<file path="src/common/core_pkg.sv">
package core_pkg;

    // ************************************************************************
    // basic types
    // ************************************************************************

    typedef logic [31:0] word_t;     // data or address word.
    typedef logic [4:0]  reg_idx_t;  // register index.
    typedef logic [3:0]  alu_op_t;   // alu operation code.

    typedef enum logic [2:0] {
        ST_FETCH  = 3'd0,
        ST_DECODE = 3'd1,
        ST_EXEC   = 3'd2,
        ST_MEM    = 3'd3,
        ST_WB     = 3'd4
    } state_t;

    localparam int IMEM_WORDS = 256;
    localparam int DMEM_WORDS = 256;

    localparam word_t NOP_INSTR = 32'h0000_0013;  // addi x0, x0, 0.

    // rv32i major opcodes
    localparam logic [6:0] OP_LUI    = 7'b0110111;
    localparam logic [6:0] OP_AUIPC  = 7'b0010111;
    localparam logic [6:0] OP_JAL    = 7'b1101111;
    localparam logic [6:0] OP_JALR   = 7'b1100111;
    localparam logic [6:0] OP_BRANCH = 7'b1100011;
    localparam logic [6:0] OP_LOAD   = 7'b0000011;
    localparam logic [6:0] OP_STORE  = 7'b0100011;
    localparam logic [6:0] OP_IMM    = 7'b0010011;
    localparam logic [6:0] OP_REG    = 7'b0110011;

    localparam alu_op_t ALU_ADD    = 4'd0;
    localparam alu_op_t ALU_SUB    = 4'd1;
    localparam alu_op_t ALU_SLL    = 4'd2;
    localparam alu_op_t ALU_SLT    = 4'd3;
    localparam alu_op_t ALU_XOR    = 4'd4;
    localparam alu_op_t ALU_SRL    = 4'd5;
    localparam alu_op_t ALU_SRA    = 4'd6;
    localparam alu_op_t ALU_OR     = 4'd7;
    localparam alu_op_t ALU_AND    = 4'd8;
    localparam alu_op_t ALU_PASS_B = 4'd9;

    // ************************************************************************
    // stage records
    // ************************************************************************

    typedef struct packed {
        alu_op_t    alu_op;
        logic       alu_src_imm;      // operand b from the immediate.
        logic       a_is_pc;          // operand a from the pc.
        logic       branch_c;         // conditional branch.
        logic [2:0] funct3;           // branch condition.
        logic       branch_uc;        // jal or jalr.
        logic       branch_relative;  // target is pc based.
        logic       mem_read;
        logic       mem_write;
        logic       reg_write;
        logic       link;             // write pc+4 to rd.
    } ctrl_t;

    typedef struct packed {
        word_t    alu_result;
        word_t    store_data;
        logic     branch_taken;
        word_t    branch_addr;
        logic     mem_read;
        logic     mem_write;
        logic     reg_write;
        reg_idx_t write_reg;
    } ex_mem_t;

    typedef struct packed {
        word_t    write_data;
        reg_idx_t write_reg;
        logic     reg_write;
        logic     branch_taken;
        word_t    branch_addr;
    } mem_wb_t;

    typedef struct packed {
        logic     valid;
        word_t    pc;
        logic     reg_write;
        reg_idx_t rd;
        word_t    rd_data;
    } commit_t;

endpackage

</file>
<file path="src/verilog/registerfile.sv">
`timescale 1ns/1ps

module registerfile (
    input  logic               clk,
    input  logic               rst,
    input  core_pkg::reg_idx_t read_reg1,
    input  core_pkg::reg_idx_t read_reg2,
    input  core_pkg::reg_idx_t write_reg,
    input  core_pkg::word_t    write_data,
    input  logic               write_enable,
    output core_pkg::word_t    reg1_data,
    output core_pkg::word_t    reg2_data
);

    import core_pkg::*;

    word_t regs [32];

    always_ff @(posedge clk) begin
        if (rst) begin
            for (int i = 0; i < 32; i++) begin
                regs[i] <= '0;
            end
        end else if (write_enable && write_reg != '0) begin
            regs[write_reg] <= write_data;  // x0 stays zero.
        end
    end

    assign reg1_data = regs[read_reg1];
    assign reg2_data = regs[read_reg2];

endmodule
</file>
<file path="config.mk">
export PLATFORM = sky130hd
export DESIGN_NAME = registerfile
export DESIGN_NICKNAME = d
export VERILOG_FILES = /design/src/common/core_pkg.sv /design/src/verilog/registerfile.sv
export SDC_FILE = /design/constraint.sdc
export NUM_CORES = 2
export LEC_CHECK = 0
export BUFFER_PORTS_ARGS = -buffer_cell sky130_fd_sc_hd__buf_2
export CORE_MARGIN = 5
export CORE_UTILIZATION = 24
export CTS_CLUSTER_DIAMETER = 120
export CTS_CLUSTER_SIZE = 8
export DETAILED_ROUTE_END_ITERATION = 8
export PLACE_DENSITY = 0.4
export SLEW_MARGIN = 40
export SYNTH_ARGS = -nofsm -noshare
export SYNTH_HDL_FRONTEND = slang
export SYNTH_SLANG_ARGS = --single-unit
</file>
<file path="constraint.sdc">
create_clock -name clk -period 5 [get_ports clk]
set_input_delay 1 -clock clk [delete_from_list [all_inputs] [get_ports clk]]
set_output_delay 1 -clock clk [all_outputs]
set_load 0.02 [all_outputs]
</file>
### After elaboration in Yosys (flattened, before gate mapping)

Memories as Yosys holds them, arrays and structs flattened.
Index checks and enable logic that the tools add are counted.

| operators by class | value |
|---|---|
| reductions and logical operators | 3 |
| multiplexer cells | 8 |

Operators by type and width:

| kind | number |
|---|---|
| $mux W32 | 1 |
| $reduce_or A32 Y1 | 1 |
| $mux W1 | 6 |
| $mux W5 | 1 |
| $reduce_bool A5 Y1 | 1 |
| $logic_and A1 B1 Y1 | 1 |

| storage, ports and cells | value |
|---|---|
| register bits | 0 |
| RAM bits | 1,024 |
| input port bits | 50 |
| memories kept | 1 |
| word-level logic and storage cells | 12 |

Memory list:

| name | words | bits a word | rd ports | clocked after memory_dff | wr ports | line | source |
|---|---|---|---|---|---|---|---|
| regs | 32 | 32 | 2 | 0 | 32 | registerfile.sv:17 | `word_t regs [32];` |

### Longest topological paths before layout

| depth | value |
|---|---|
| word-level depth | 7 |
| depth in mapped cells | 8 |
| depth with buffers taken out | 5 |

### Worst setup path after synthesis

No wires, ideal clock.

| timing | value |
|---|---|
| kind | input port to output port |
| start | in read_reg2[1] |
| end | out reg2_data[25] |
| data arrival time | 2.269 ns |
| path slack | 1.731 ns |
| buffers on the path | 4 |
| stages on the path | 8 |
| required time | 4.000 ns |
| cell sequence | buf_2 -> buf_4 -> buf_4 -> buf_6 -> mux2i_1 -> a22oi_1 -> a31oi_1 -> nand3_1 |

| on the way | value |
|---|---|
| longest elaborated chain between the ends | 1 |

RTL lines:

| item | line | source |
|---|---|---|
| start: declaration | registerfile.sv:7 | `input core_pkg::reg_idx_t read_reg2,` |
| $mem_v2 Z32 W32 | n/a |  |
| end: declaration | registerfile.sv:12 | `output core_pkg::word_t reg2_data` |

No other way between the ends.

### Final worst setup path

| timing | value |
|---|---|
| start | in read_reg2[0] |
| end | out reg2_data[27] |

Same word-level chain as after synthesis.

==> results.py <==
metrics = {
    "floorplan": {
        "die_w_um": 493,
        "rows": 177,
        "io_pins": 114,
        "fp.dieH_um": 493,
        "start_util_pct": 24.1,
        "dieArea_um2": 243000,
        "core_area_um2": 232000,
    },
    "timing": {
        "setup_viol": 0,
        "hold_violations": 0,
        "slew-limit-headroom_pct": 38.3,
        "period_share_pct": 85.2,
        "rsz0062_at_grt": "false",
        "tns_ns": 0,
        "finalMaxSlewViolations": 0,
        "fmax_ghz": 0.235,
        "min_period_ns": 4.26,
        "tightestPinTransition_ns": 0.926,
    },
    "route": {
        "first_iter_violations": 3629,
        "first_pass_iters": 5,
        "wl_um": 239000,
        "drc_errors": 0,
        "viasPerCell": 4.97,
        "postRouteAntennaNets": 0,
        "vias": 38500,
        "wl_per_cell_um": 30.9,
    },
    "global_route": {
        "grt_first_pass_wirelength_um": 327000,
        "grt_max_degree": 54,
        "grt_overflow_total": 0,
        "antenna_found_initial": 32,
        "grt_pass1_vias": 38900,
        "grtUsageTotal_pct": 19.1,
    },
    "finish": {
        "regArea_um2": 30700,
        "fin_nets": 4713,
        "largest-register": "regs",
        "syn_to_final_growth_pct": 16.3,
        "final_cell_mix": "1,024 x mux2i_1, 1,024 x edfxtp_1, 992 x and2_1",
        "multiInputGateArea_um2": 23400,
        "largest_reg_flops": 1024,
        "reg_top3": "regs (1024)",
        "fillers": 23600,
        "layout-drive-gt1-share_pct": 12.1,
    },
    "placement": {
        "dpl.hpwl_um": 139000,
        "gp_congestion": 0.757,
        "port_buffers": 113,
    },
    "cts": {
        "cts_sinks": 1024,
        "postCtsSetupBuffers": 0,
        "ctsResizeCount": 0,
        "cts_buffers": 145,
        "cts_buffer_depth": 3,
        "cts_tree": "done",
        "htree_levels": 4,
        "hold_buffers": 0,
        "cts-root-buf": "clkbuf_16",
        "path_clk_slew_ns": 0.05,
    },
    "worst_hold_path": {
        "worstHoldStart": "rst",
        "hold_path.class": "input port to flop",
    },
    "synth": {
        "postSynth.topFlopCell": "edfxtp_1",
        "synth-edff-count": 1024,
        "ys_types": 29,
        "ys_seq_elements": 1024,
        "synthCells": 4605,
        "synth_seq_area_share_pct": 55.0,
        "netlist_area_um2": 55900,
        "yosys_warnings": 0,
        "synth_async_sr_flop_share_pct": 0,
        "synthDominantCellAreaShare_pct": 55.0,
        "syn_area_per_cell_um2": 12.1,
        "yosys-top-cells-area": "edfxtp_1 55%, mux2i_1 18%, and2_1 11%, a22oi_1 2.6%, a22o_1 2.0%",
        "synth_top_cell_by_area": "edfxtp_1",
    },
    "pwr": {
        "power_leakage_nw": 24.8,
        "power_mw": 22.0,
        "peakVddDrop_uv": 268,
        "power_density_nw_per_um2": 339,
    },
    "worst_setup_path": {
        "cp.arrival_ns": 3.26,
        "crit_type": "input port to primary output",
        "worstPathMaxFanout": 28,
        "crit_start": "read_reg2[0]",
        "critPathCaptureType": "primary output",
        "start_kind": "input port",
        "cp.required_ns": 4.00,
    },
    "flow_run": {
        "maxCapViolations": 0,
    },
    "status": {
        "status": "complete, no violations",
    },
}
==> worst max-delay path, cell delays in order <==
cell	delay (ns)
buf_2	0.21
and2_4	0.56
buf_12	0.33
buf_4	0.32
a21oi_1	0.10
a31oi_1	0.33
nand3_1	0.15
buf_2	0.20
==> logic make-up (layout without fill, tap and decap cells) <==
family	count (synthesis)	in the layout	synth area share, %
multiplexers	1024	1024	18.3
other	1	56	0.00671
buffers and inverters	446	483	3.90
AND/OR/NAND/NOR	1534	1534	15.7
AO/OA/AOI/OAI	576	576	7.02
flip-flops	1024	1024	55.0
==> worst paths after layout <==
path / to / cells past startpoint / slack [ns]
max: reg2_data[27] / 8 / 0.74
min: regs[0][5] / 1 / 0.72
==> power by group <==
| part | switching [mW] | total (mW) | internal, mW | leakage [nW] |
|---|---|---|---|---|
| Sequential | 0.242 | 10.2 | 9.93 | 9.75 |
| Clock | 3.85 | 9.06 | 5.21 | 1.89 |
| Combinational | 1.86 | 2.78 | 0.919 | 13.2 |
| Total | 5.95 | 22.0 | 16.1 | 24.8 |
==> cell usage after synthesis, types with 5 or more instances <==
| cell | number |
|---|---|
| edfxtp_1 | 1024 |
| mux2i_1 | 1024 |
| and2_1 | 994 |
| clkbuf_1 | 218 |
| nand2_1 | 196 |
| nand3_1 | 193 |
| a21oi_1 | 192 |
| a22oi_1 | 192 |
| a22o_1 | 128 |
| buf_2 | 113 |
| a31oi_1 | 64 |
| nor3_1 | 64 |
| buf_4 | 63 |
| or2_2 | 33 |
| buf_1 | 24 |
| nor2_1 | 21 |
| buf_6 | 12 |
| clkbuf_2 | 9 |
| clkbuf_4 | 7 |
| nor2_2 | 7 |
| nor2_4 | 7 |
| nand2b_1 | 5 |
| nor2b_1 | 5 |
==> per-layer routing <==
| metal | global-route usage (%) | vias up | part of all wire (%) |
|---|---|---|---|
| met1 | 26.3 | 20000 | 45 |
| li1 | - | 16900 | - |
| met5 | 0 | - | 0.017 |
| met2 | 31.4 | 1299 | 47 |
| met3 | 2.93 | 284 | 5.4 |
| met4 | 5.02 | 6 | 2.4 |
==> stage by stage <==
stage               cell area (µm²)  utilization [%]  setup slack, ns  std cells  hold WS, ns
floorplan                     56000                -             1.73       4636         1.20
CTS                           65000             28.0            0.673       7716        0.662
global route                  65000             28.0            0.653       7718        0.680
finish                        65000             28.0            0.741       7740        0.716
global placement              60800             26.2            0.689       7543         1.50
detailed placement            61100             26.3            0.674       7559         1.50
==> cell type report <==
cell class                      instances  area share, %
Antenna cell                           24         0.0924
Clock buffer                          148           5.69
Clock inverter                          9          0.235
Multi-Input combinational cell       3166           35.9
Sequential cell                      1024           47.3
Tap cell                             3043           5.85
Timing Repair Buffer                  326           4.91
Power figures use the tool's default switching activity.
