[src/common/core_pkg.sv]
package core_pkg;

    // ************************************************************************
    // basic types
    // ************************************************************************

    typedef logic [31:0] word_t;     // data or address word.
    typedef logic [4:0]  reg_idx_t;  // register index.
    typedef logic [3:0]  alu_op_t;   // alu operation code.

    typedef enum logic [2:0] {
        ST_FETCH  = 3'd0,
        ST_DECODE = 3'd1,
        ST_EXEC   = 3'd2,
        ST_MEM    = 3'd3,
        ST_WB     = 3'd4
    } state_t;

    localparam int IMEM_WORDS = 256;
    localparam int DMEM_WORDS = 256;

    localparam word_t NOP_INSTR = 32'h0000_0013;  // addi x0, x0, 0.

    // rv32i major opcodes
    localparam logic [6:0] OP_LUI    = 7'b0110111;
    localparam logic [6:0] OP_AUIPC  = 7'b0010111;
    localparam logic [6:0] OP_JAL    = 7'b1101111;
    localparam logic [6:0] OP_JALR   = 7'b1100111;
    localparam logic [6:0] OP_BRANCH = 7'b1100011;
    localparam logic [6:0] OP_LOAD   = 7'b0000011;
    localparam logic [6:0] OP_STORE  = 7'b0100011;
    localparam logic [6:0] OP_IMM    = 7'b0010011;
    localparam logic [6:0] OP_REG    = 7'b0110011;

    localparam alu_op_t ALU_ADD    = 4'd0;
    localparam alu_op_t ALU_SUB    = 4'd1;
    localparam alu_op_t ALU_SLL    = 4'd2;
    localparam alu_op_t ALU_SLT    = 4'd3;
    localparam alu_op_t ALU_XOR    = 4'd4;
    localparam alu_op_t ALU_SRL    = 4'd5;
    localparam alu_op_t ALU_SRA    = 4'd6;
    localparam alu_op_t ALU_OR     = 4'd7;
    localparam alu_op_t ALU_AND    = 4'd8;
    localparam alu_op_t ALU_PASS_B = 4'd9;

    // ************************************************************************
    // stage records
    // ************************************************************************

    typedef struct packed {
        alu_op_t    alu_op;
        logic       alu_src_imm;      // operand b from the immediate.
        logic       a_is_pc;          // operand a from the pc.
        logic       branch_c;         // conditional branch.
        logic [2:0] funct3;           // branch condition.
        logic       branch_uc;        // jal or jalr.
        logic       branch_relative;  // target is pc based.
        logic       mem_read;
        logic       mem_write;
        logic       reg_write;
        logic       link;             // write pc+4 to rd.
    } ctrl_t;

    typedef struct packed {
        word_t    alu_result;
        word_t    store_data;
        logic     branch_taken;
        word_t    branch_addr;
        logic     mem_read;
        logic     mem_write;
        logic     reg_write;
        reg_idx_t write_reg;
    } ex_mem_t;

    typedef struct packed {
        word_t    write_data;
        reg_idx_t write_reg;
        logic     reg_write;
        logic     branch_taken;
        word_t    branch_addr;
    } mem_wb_t;

    typedef struct packed {
        logic     valid;
        word_t    pc;
        logic     reg_write;
        reg_idx_t rd;
        word_t    rd_data;
    } commit_t;

endpackage

[src/verilog/decode.sv]
`timescale 1ns/1ps

module decode (
    input  logic               clk,
    input  logic               rst,
    input  core_pkg::state_t   state,
    input  core_pkg::word_t    instr,
    output core_pkg::ctrl_t    ctrl,
    output core_pkg::word_t    imm,
    output core_pkg::reg_idx_t read_reg1,
    output core_pkg::reg_idx_t read_reg2,
    output core_pkg::reg_idx_t write_reg
);

    import core_pkg::*;

    logic [6:0] opcode;
    logic [2:0] funct3;
    logic [6:0] funct7;
    word_t      imm_i;
    word_t      imm_s;
    word_t      imm_b;
    word_t      imm_u;
    word_t      imm_j;
    word_t      imm_d;
    ctrl_t      ctrl_d;

    assign opcode = instr[6:0];
    assign funct3 = instr[14:12];
    assign funct7 = instr[31:25];

    // ************************************************************************
    // immediates
    // ************************************************************************

    assign imm_i = {{20{instr[31]}}, instr[31:20]};
    assign imm_s = {{20{instr[31]}}, instr[31:25], instr[11:7]};
    assign imm_b = {{19{instr[31]}}, instr[31], instr[7], instr[30:25], instr[11:8], 1'b0};
    assign imm_u = {instr[31:12], 12'b0};
    assign imm_j = {{11{instr[31]}}, instr[31], instr[19:12], instr[20], instr[30:21], 1'b0};

    always_comb begin
        unique case (opcode)
            OP_IMM, OP_LOAD, OP_JALR: imm_d = imm_i;
            OP_STORE:                 imm_d = imm_s;
            OP_BRANCH:                imm_d = imm_b;
            OP_LUI, OP_AUIPC:         imm_d = imm_u;
            OP_JAL:                   imm_d = imm_j;
            default:                  imm_d = '0;
        endcase
    end

    // ************************************************************************
    // control
    // ************************************************************************

    always_comb begin
        ctrl_d = '0;  // unknown forms retire as no-ops.
        ctrl_d.funct3 = funct3;
        ctrl_d.branch_relative = 1'b1;
        unique case (opcode)
            OP_LUI: begin
                ctrl_d.alu_op      = ALU_PASS_B;
                ctrl_d.alu_src_imm = 1'b1;
                ctrl_d.reg_write   = 1'b1;
            end
            OP_AUIPC: begin
                ctrl_d.alu_op      = ALU_ADD;
                ctrl_d.alu_src_imm = 1'b1;
                ctrl_d.a_is_pc     = 1'b1;
                ctrl_d.reg_write   = 1'b1;
            end
            OP_JAL, OP_JALR: begin
                ctrl_d.alu_op          = ALU_ADD;
                ctrl_d.alu_src_imm     = 1'b1;
                ctrl_d.a_is_pc         = 1'b1;
                ctrl_d.branch_uc       = 1'b1;
                ctrl_d.branch_relative = (opcode == OP_JAL);
                ctrl_d.reg_write       = 1'b1;
                ctrl_d.link            = 1'b1;
            end
            OP_BRANCH: begin
                ctrl_d.alu_op   = ALU_SUB;
                ctrl_d.branch_c = 1'b1;
            end
            OP_LOAD: begin
                ctrl_d.alu_op      = ALU_ADD;
                ctrl_d.alu_src_imm = 1'b1;
                ctrl_d.mem_read    = 1'b1;
                ctrl_d.reg_write   = 1'b1;
            end
            OP_STORE: begin
                ctrl_d.alu_op      = ALU_ADD;
                ctrl_d.alu_src_imm = 1'b1;
                ctrl_d.mem_write   = 1'b1;
            end
            OP_IMM: begin
                ctrl_d.alu_src_imm = 1'b1;
                ctrl_d.reg_write   = 1'b1;
                unique case (funct3)
                    3'b000:  ctrl_d.alu_op = ALU_ADD;
                    3'b010:  ctrl_d.alu_op = ALU_SLT;
                    3'b100:  ctrl_d.alu_op = ALU_XOR;
                    3'b110:  ctrl_d.alu_op = ALU_OR;
                    3'b111:  ctrl_d.alu_op = ALU_AND;
                    default: ctrl_d.reg_write = 1'b0;  // shifts, sltiu.
                endcase
            end
            OP_REG: begin
                ctrl_d.reg_write = 1'b1;
                unique case (funct3)
                    3'b000:  ctrl_d.alu_op = funct7[5] ? ALU_SUB : ALU_ADD;
                    3'b001:  ctrl_d.alu_op = ALU_SLL;
                    3'b010:  ctrl_d.alu_op = ALU_SLT;
                    3'b100:  ctrl_d.alu_op = ALU_XOR;
                    3'b101:  ctrl_d.alu_op = funct7[5] ? ALU_SRA : ALU_SRL;
                    3'b110:  ctrl_d.alu_op = ALU_OR;
                    3'b111:  ctrl_d.alu_op = ALU_AND;
                    default: ctrl_d.reg_write = 1'b0;  // sltu.
                endcase
            end
            default: ctrl_d.branch_relative = 1'b0;
        endcase
    end

    always_ff @(posedge clk) begin
        if (rst) begin
            ctrl      <= '0;
            imm       <= '0;
            read_reg1 <= '0;
            read_reg2 <= '0;
            write_reg <= '0;
        end else if (state == ST_DECODE) begin
            ctrl      <= ctrl_d;
            imm       <= imm_d;
            read_reg1 <= instr[19:15];
            read_reg2 <= instr[24:20];
            write_reg <= instr[11:7];
        end
    end

endmodule

[config.mk]
export PLATFORM = sky130hd
export DESIGN_NAME = decode
export DESIGN_NICKNAME = d
export VERILOG_FILES = /design/src/common/core_pkg.sv /design/src/verilog/decode.sv
export SDC_FILE = /design/constraint.sdc
export NUM_CORES = 1
export LEC_CHECK = 0
export ABC_AREA = 1
export BUFFER_PORTS_ARGS = -buffer_cell sky130_fd_sc_hd__buf_4
export CAP_MARGIN = 25
export CORE_MARGIN = 2
export CORE_UTILIZATION = 54
export DETAILED_ROUTE_END_ITERATION = 7
export PLACE_DENSITY = 0.95
export SLEW_MARGIN = 40
export SYNTH_ARGS = -nofsm -noshare
export SYNTH_HDL_FRONTEND = slang
export SYNTH_SLANG_ARGS = --single-unit
[constraint.sdc]
create_clock -name clk -period 1.7 [get_ports clk]
set_clock_uncertainty 0.15 [all_clocks]
set_input_delay 0.085 -clock clk [delete_from_list [all_inputs] [get_ports clk]]
set_output_delay 0.085 -clock clk [all_outputs]
set_load 0.02 [all_outputs]
### After elaboration in Yosys (flattened, before gate mapping)

Index checks and enable logic that the tools add are counted.

| word-level totals | value |
|---|---|
| logic and storage cells | 56 |
| output and inout port bits | 63 |
| input bits | 37 |
| flip-flop bits (word level) | 62 |

| cells by class | value |
|---|---|
| equality and inequality tests | 16 |
| reductions and logical operators | 10 |
| muxes and demuxes | 16 |

Operator list:

| operator | number |
|---|---|
| $pmux W32 S5 | 1 |
| $pmux W4 S4 | 2 |
| $pmux W4 S7 | 1 |
| $eq A7 B6 Y1 const B | 3 |
| $eq A7 B7 Y1 const B | 3 |
| $reduce_or A7 Y1 | 3 |
| $eq A7 B5 Y1 const B | 2 |
| $eq A3 B3 Y1 const B | 4 |
| $reduce_or A5 Y1 | 2 |
| $mux W1 | 9 |
| $eq A7 B2 Y1 const B | 1 |
| $eq A3 B1 Y1 const B | 2 |
| $reduce_or A3 Y1 | 2 |
| $reduce_or A2 Y1 | 2 |
| $eq A3 B2 Y1 const B | 1 |
| $logic_not A3 Y1 | 1 |
| $pmux W1 S3 | 1 |
| $mux W2 | 1 |
| $pmux W1 S2 | 1 |

### Longest topological paths before layout

| depth | value |
|---|---|
| word-level depth | 4 |
| depth in mapped cells | 10 |

### Worst setup path before layout

Ideal clock, no wire load.

| path | value |
|---|---|
| path kind | in2reg |
| from | in instr[1] |
| to | reg imm[23] |
| buffers on the path | 1 |
| setup time | 0.070 ns |
| data arrival time | 0.962 ns |
| slack | 0.519 ns |
| stages on the path | 9 |
| data required time | 1.480 ns |
| path through | nand2_2 -> nor2_4 -> nand2_1 -> inv_2 -> buf_2 -> nand2_1 -> nand3_2 -> nand2_2 -> a21oi_2 |

| between the ends | value |
|---|---|
| longest elaborated chain between the ends | 3 |
| elaborated cells between the ends (all ways) | 11 |
| those cells by class | eq/ne (8); mux (1); reduce/logical (2) |

RTL lines:

| element | RTL line | text |
|---|---|---|
| from (decl) | decode.sv:7 | `input core_pkg::word_t instr,` |
| $eq A7 B7 Y1 (tied with other cells) | decode.sv:43 | `unique case (opcode)` |
| $reduce_or A3 Y1 or $reduce_or A2 Y1 (tied branches) | decode.sv:43 |  |
| $pmux W32 S5 (*) | decode.sv:43 |  |
| to (signal assigned) | decode.sv:135 | `imm <= imm_d;` |
| to (decl) | decode.sv:9 | `output core_pkg::word_t imm,` |

Every way passes the cells marked *; elsewhere a longest branch is shown, timed or not.
A chain may end at the register's enable or synchronous reset.

### Worst setup path after layout

| path | value |
|---|---|
| from | in instr[6] |
| to | reg ctrl[13] (netlist name) |

| between the ends | value |
|---|---|
| longest elaborated chain between the ends | 2 |
| elaborated cells between the ends (all ways) | 5 |
| those cells by class | eq/ne (4); mux (1) |

RTL lines:

| element | RTL line | text |
|---|---|---|
| $eq A7 B6 Y1 (tied with other cells) | decode.sv:61 | `unique case (opcode)` |
| $pmux W4 S4 (*) | decode.sv:61 |  |
| to (signal assigned) | decode.sv:134 | `ctrl <= ctrl_d;` |
| to (decl) | decode.sv:8 | `output core_pkg::ctrl_t ctrl,` |

Marked as above.

==> summary.txt <==
Outcome
  • Status: complete, but fails checks
  • Failing checks: negative setup slack

GRT
  • Congestion Overflow GR: 0
  • Vias in the first global route: 3069
  • GRT Overall Usage: 0.309
  • Largest net degree at the start of global routing: 53
  • First-pass GRT wire length: 14600 microns
  • Initial antenna violation count: 0

Routing
  • Drt first pass iters: 5
  • Routed wire length: 9280 microns
  • Routed Antenna Nets: 0
  • DRC violations left: 0
  • Iteration-0 DRC Markers: 283
  • Vias per std cell: 5.31
  • DR vias: 3242
  • Routed length per instance: 15.2 microns

Power and ir drop
  • Clk pwr share: 0.399
  • Seq pwr share: 0.462
  • P per Cell Area: 764 nW/um^2
  • Int Pwr: 2.44 mW
  • Sw Pwr: 0.827 mW
  • Comb power frac: 0.139
  • Peak VDD IR: 539 uV
  • Leak: 2.10 nW
  • Net Sw Frac: 0.253

Synth
  • Post-synth EDFFs: 0
  • Yosys top cell area share: 0.423
  • YS warnings: 0
  • Post-synth top cells: 118 x nand2_1, 62 x dfxtp_1, 47 x nor2_1, 33 x a21oi_1, 26 x o21ai_0
  • Post-Synth Adder-Cell Area: 0
  • Sequential fraction of the synthesis area: 0.423
  • Multiplexer area fraction after synthesis: 0
  • Top FF cell, synth: dfxtp_1
  • Simple-gate share of the synthesized area: 0.368
  • Distinct cells, synth: 25
  • Syn Inst Count: 410
  • Largest family of logic cells by synthesized area: simple AND/OR/NAND/NOR gates
  • Ys async rst share: 0
  • Mean post-synth cell area: 7.16 sq um
  • Cell with the most instances after synthesis: nand2_1
  • Synth Area in XOR/XNOR: 0
  • Largest area contributor in the netlist: dfxtp_1
  • Leading post-synthesis cells by cell area: dfxtp_1 42%, nand2_1 15%, nor2_1 6.0%
  • Syn Nets: 447
  • Post-synthesis compound-gate area fraction: 0.139
  • Synth Register Bits: 62
  • Cell Area, Synth: 2940 sq um

Final layout
  • Post-route cell area: 4270 sq um
  • Ratio of cells with drive above 1 in the final layout: 0.327
  • Largest regs: imm: 32 flops, ctrl: 15 flops
  • Number of flip-flops in the largest register: 32
  • Post-Layout Cell Count: 611
  • Largest Register: imm
  • Nets: 573
  • Finished Core Util: 0.825
  • Layout area overhead: 45.4%
  • Diodes inserted: 0

Placement
  • Routability cong.: 0.900
  • Post-DP HPWL: 6080 microns
  • Placed Area: 3710 sq um
  • Placed cells: 564
  • Port bufs: 99

Die
  • IO Count: 100
  • Rows: 26
  • Starting Density: 0.567
  • Die height: 77.7 microns
  • Die area: 6040 sq um
  • Total core area: 5170 sq um
  • Die W: 77.7 microns

Critical path
  • Worst Setup EP: ctrl[13]
  • Worst r2r src: imm[2]
  • FF-to-FF End: imm[2]
  • Worst path slowest cell: dlygate4sd3_1
  • Crit-path max cell delay: 550 ps
  • Class of the most critical setup path: input pin to flip-flop
  • Cell breakdown of the critical path: dlygate4sd3_1 > buf_4 > nor2_1 > nand2_1 > nor2_2 > o21ai_0 > nand2_1 > nand2_1 > a21oi_1
  • Crit path max fanout: 4
  • Crit path launch: instr[6]
  • FF-to-FF setup slack: 850 ps
  • Worst endpoint required time: 1820 ps
  • CP Capture Type: flip-flop
  • Worst Reg-to-Reg Cells: 2
  • CP arrival: 1820 ps
  • Most common cell on crit path: nand2_1
  • CP Launch Type: input pin

STA
  • Worst-Margin Slew: 421 ps
  • Min Tclk post-route: 1700 ps
  • Fin crit share: 1.00
  • Worst slew margin: 0.719
  • Setup TNS: -1.67 ps
  • Fin. max-slew vios: 0
  • Final setup vio count: 1
  • RSZ-0062 raised after global routing: true
  • F_max: 0.588 GHz
  • Post-route setup slack: -1.67 ps
  • Final Hold Viols: 0

Worst hold path
  • Min-delay worst type: input pin to flip-flop

Clock tree
  • Clock transition at path regs: 70 ps
  • Clock Latency Late Sink: 330 ps
  • CTS buffer count: 9
  • Root buffer cell: clkbuf_8
  • Maximum buffer depth of the clock tree: 2
  • TritonCTS clock tree: built
  • H-Tree Level Count: 3
  • Sink Count: 62

Run
  • MaxCap Viol Count: 0
cell usage in the layout (no fill, tap or decap), types with 11 or more instances in the layout:
master	n
o21ai_0	26
dfxtp_1	62
dlygate4sd3_1	30
buf_4	105
a21oi_1	33
nand2_1	116
clkbuf_8	11
nand3_1	22
inv_1	17
nor2_1	46
nand2_2	16
per-layer routing:
metal	part of all wire	GRT usage	vias to the layer above	wire length, microns
met5	0	0	-	0
li1	-	-	1575	-
met3	0.081	0.0663	30	751
met4	0.033	0.157	0	305
met2	0.49	0.523	169	4510
met1	0.40	0.367	1468	3710
layout make-up:
cell class	count	area [sq um]
inverter	24	92.6
clock inverter	4	45.0
multi-input combinational	302	1530
tap	70	87.6
timing repair buffer	137	1120
clock buffer	12	155
sequential	62	1240
fill	336	903
worst max-delay path, delay by kind of cell:
family / cells / cell delay (ps)
AND/OR/NAND/NOR: 5 / 760
buffers and inverters: 2 / 710
AO/OA/AOI/OAI: 2 / 260
through the flow:
step,setup slack (ps),total power [mW],hold WS (ps)
2_1_floorplan,519,1.73,69.9
3_5_place_dp,222,1.91,180
5_1_grt,-93.3,3.36,145
4_1_cts,40.9,3.25,94.0
6_report,-1.67,3.26,110
3_3_place_gp,250,1.91,176
repair_timing:
action                                  in CTS  in global routing
endpoints found under the setup margin       0                 52
resized for setup                            0                 11
setup buffers                                0                  1
hold endpoints to repair                    45                  0
hold buffers                                30                  0
power by group through the flow:
| stage | clock, mW | combinational [mW] | sequential [mW] |
|---|---|---|---|
| after global placement | 0 | 0.372 | 1.54 |
| final | 1.30 | 0.452 | 1.51 |
| after detailed placement | 0 | 0.377 | 1.54 |
| after floorplan | 0 | 0.150 | 1.58 |
| after CTS | 1.31 | 0.433 | 1.51 |
| after global routing | 1.37 | 0.485 | 1.51 |
worst min-delay path by stage:
stage / slack, ps / start / cells past startpoint / endpoint
3_5_place_dp: 180 / instr[11] / 3 / write_reg[4]
3_3_place_gp: 180 / instr[9] / 3 / write_reg[2]
2_1_floorplan: 70 / instr[15] / 2 / read_reg1[0]
4_1_cts: 90 / rst / 5 / ctrl[6]
6_report: 110 / rst / 5 / ctrl[7]
5_1_grt: 150 / rst / 5 / read_reg2[4]
logic make-up after synthesis:
family,after synthesis
and+or+nand+nor,230
buffers and inverters,46
DFF,62
AOI/OAI and AO/OA,72
Note: power is estimated with default switching activity, not from simulation.
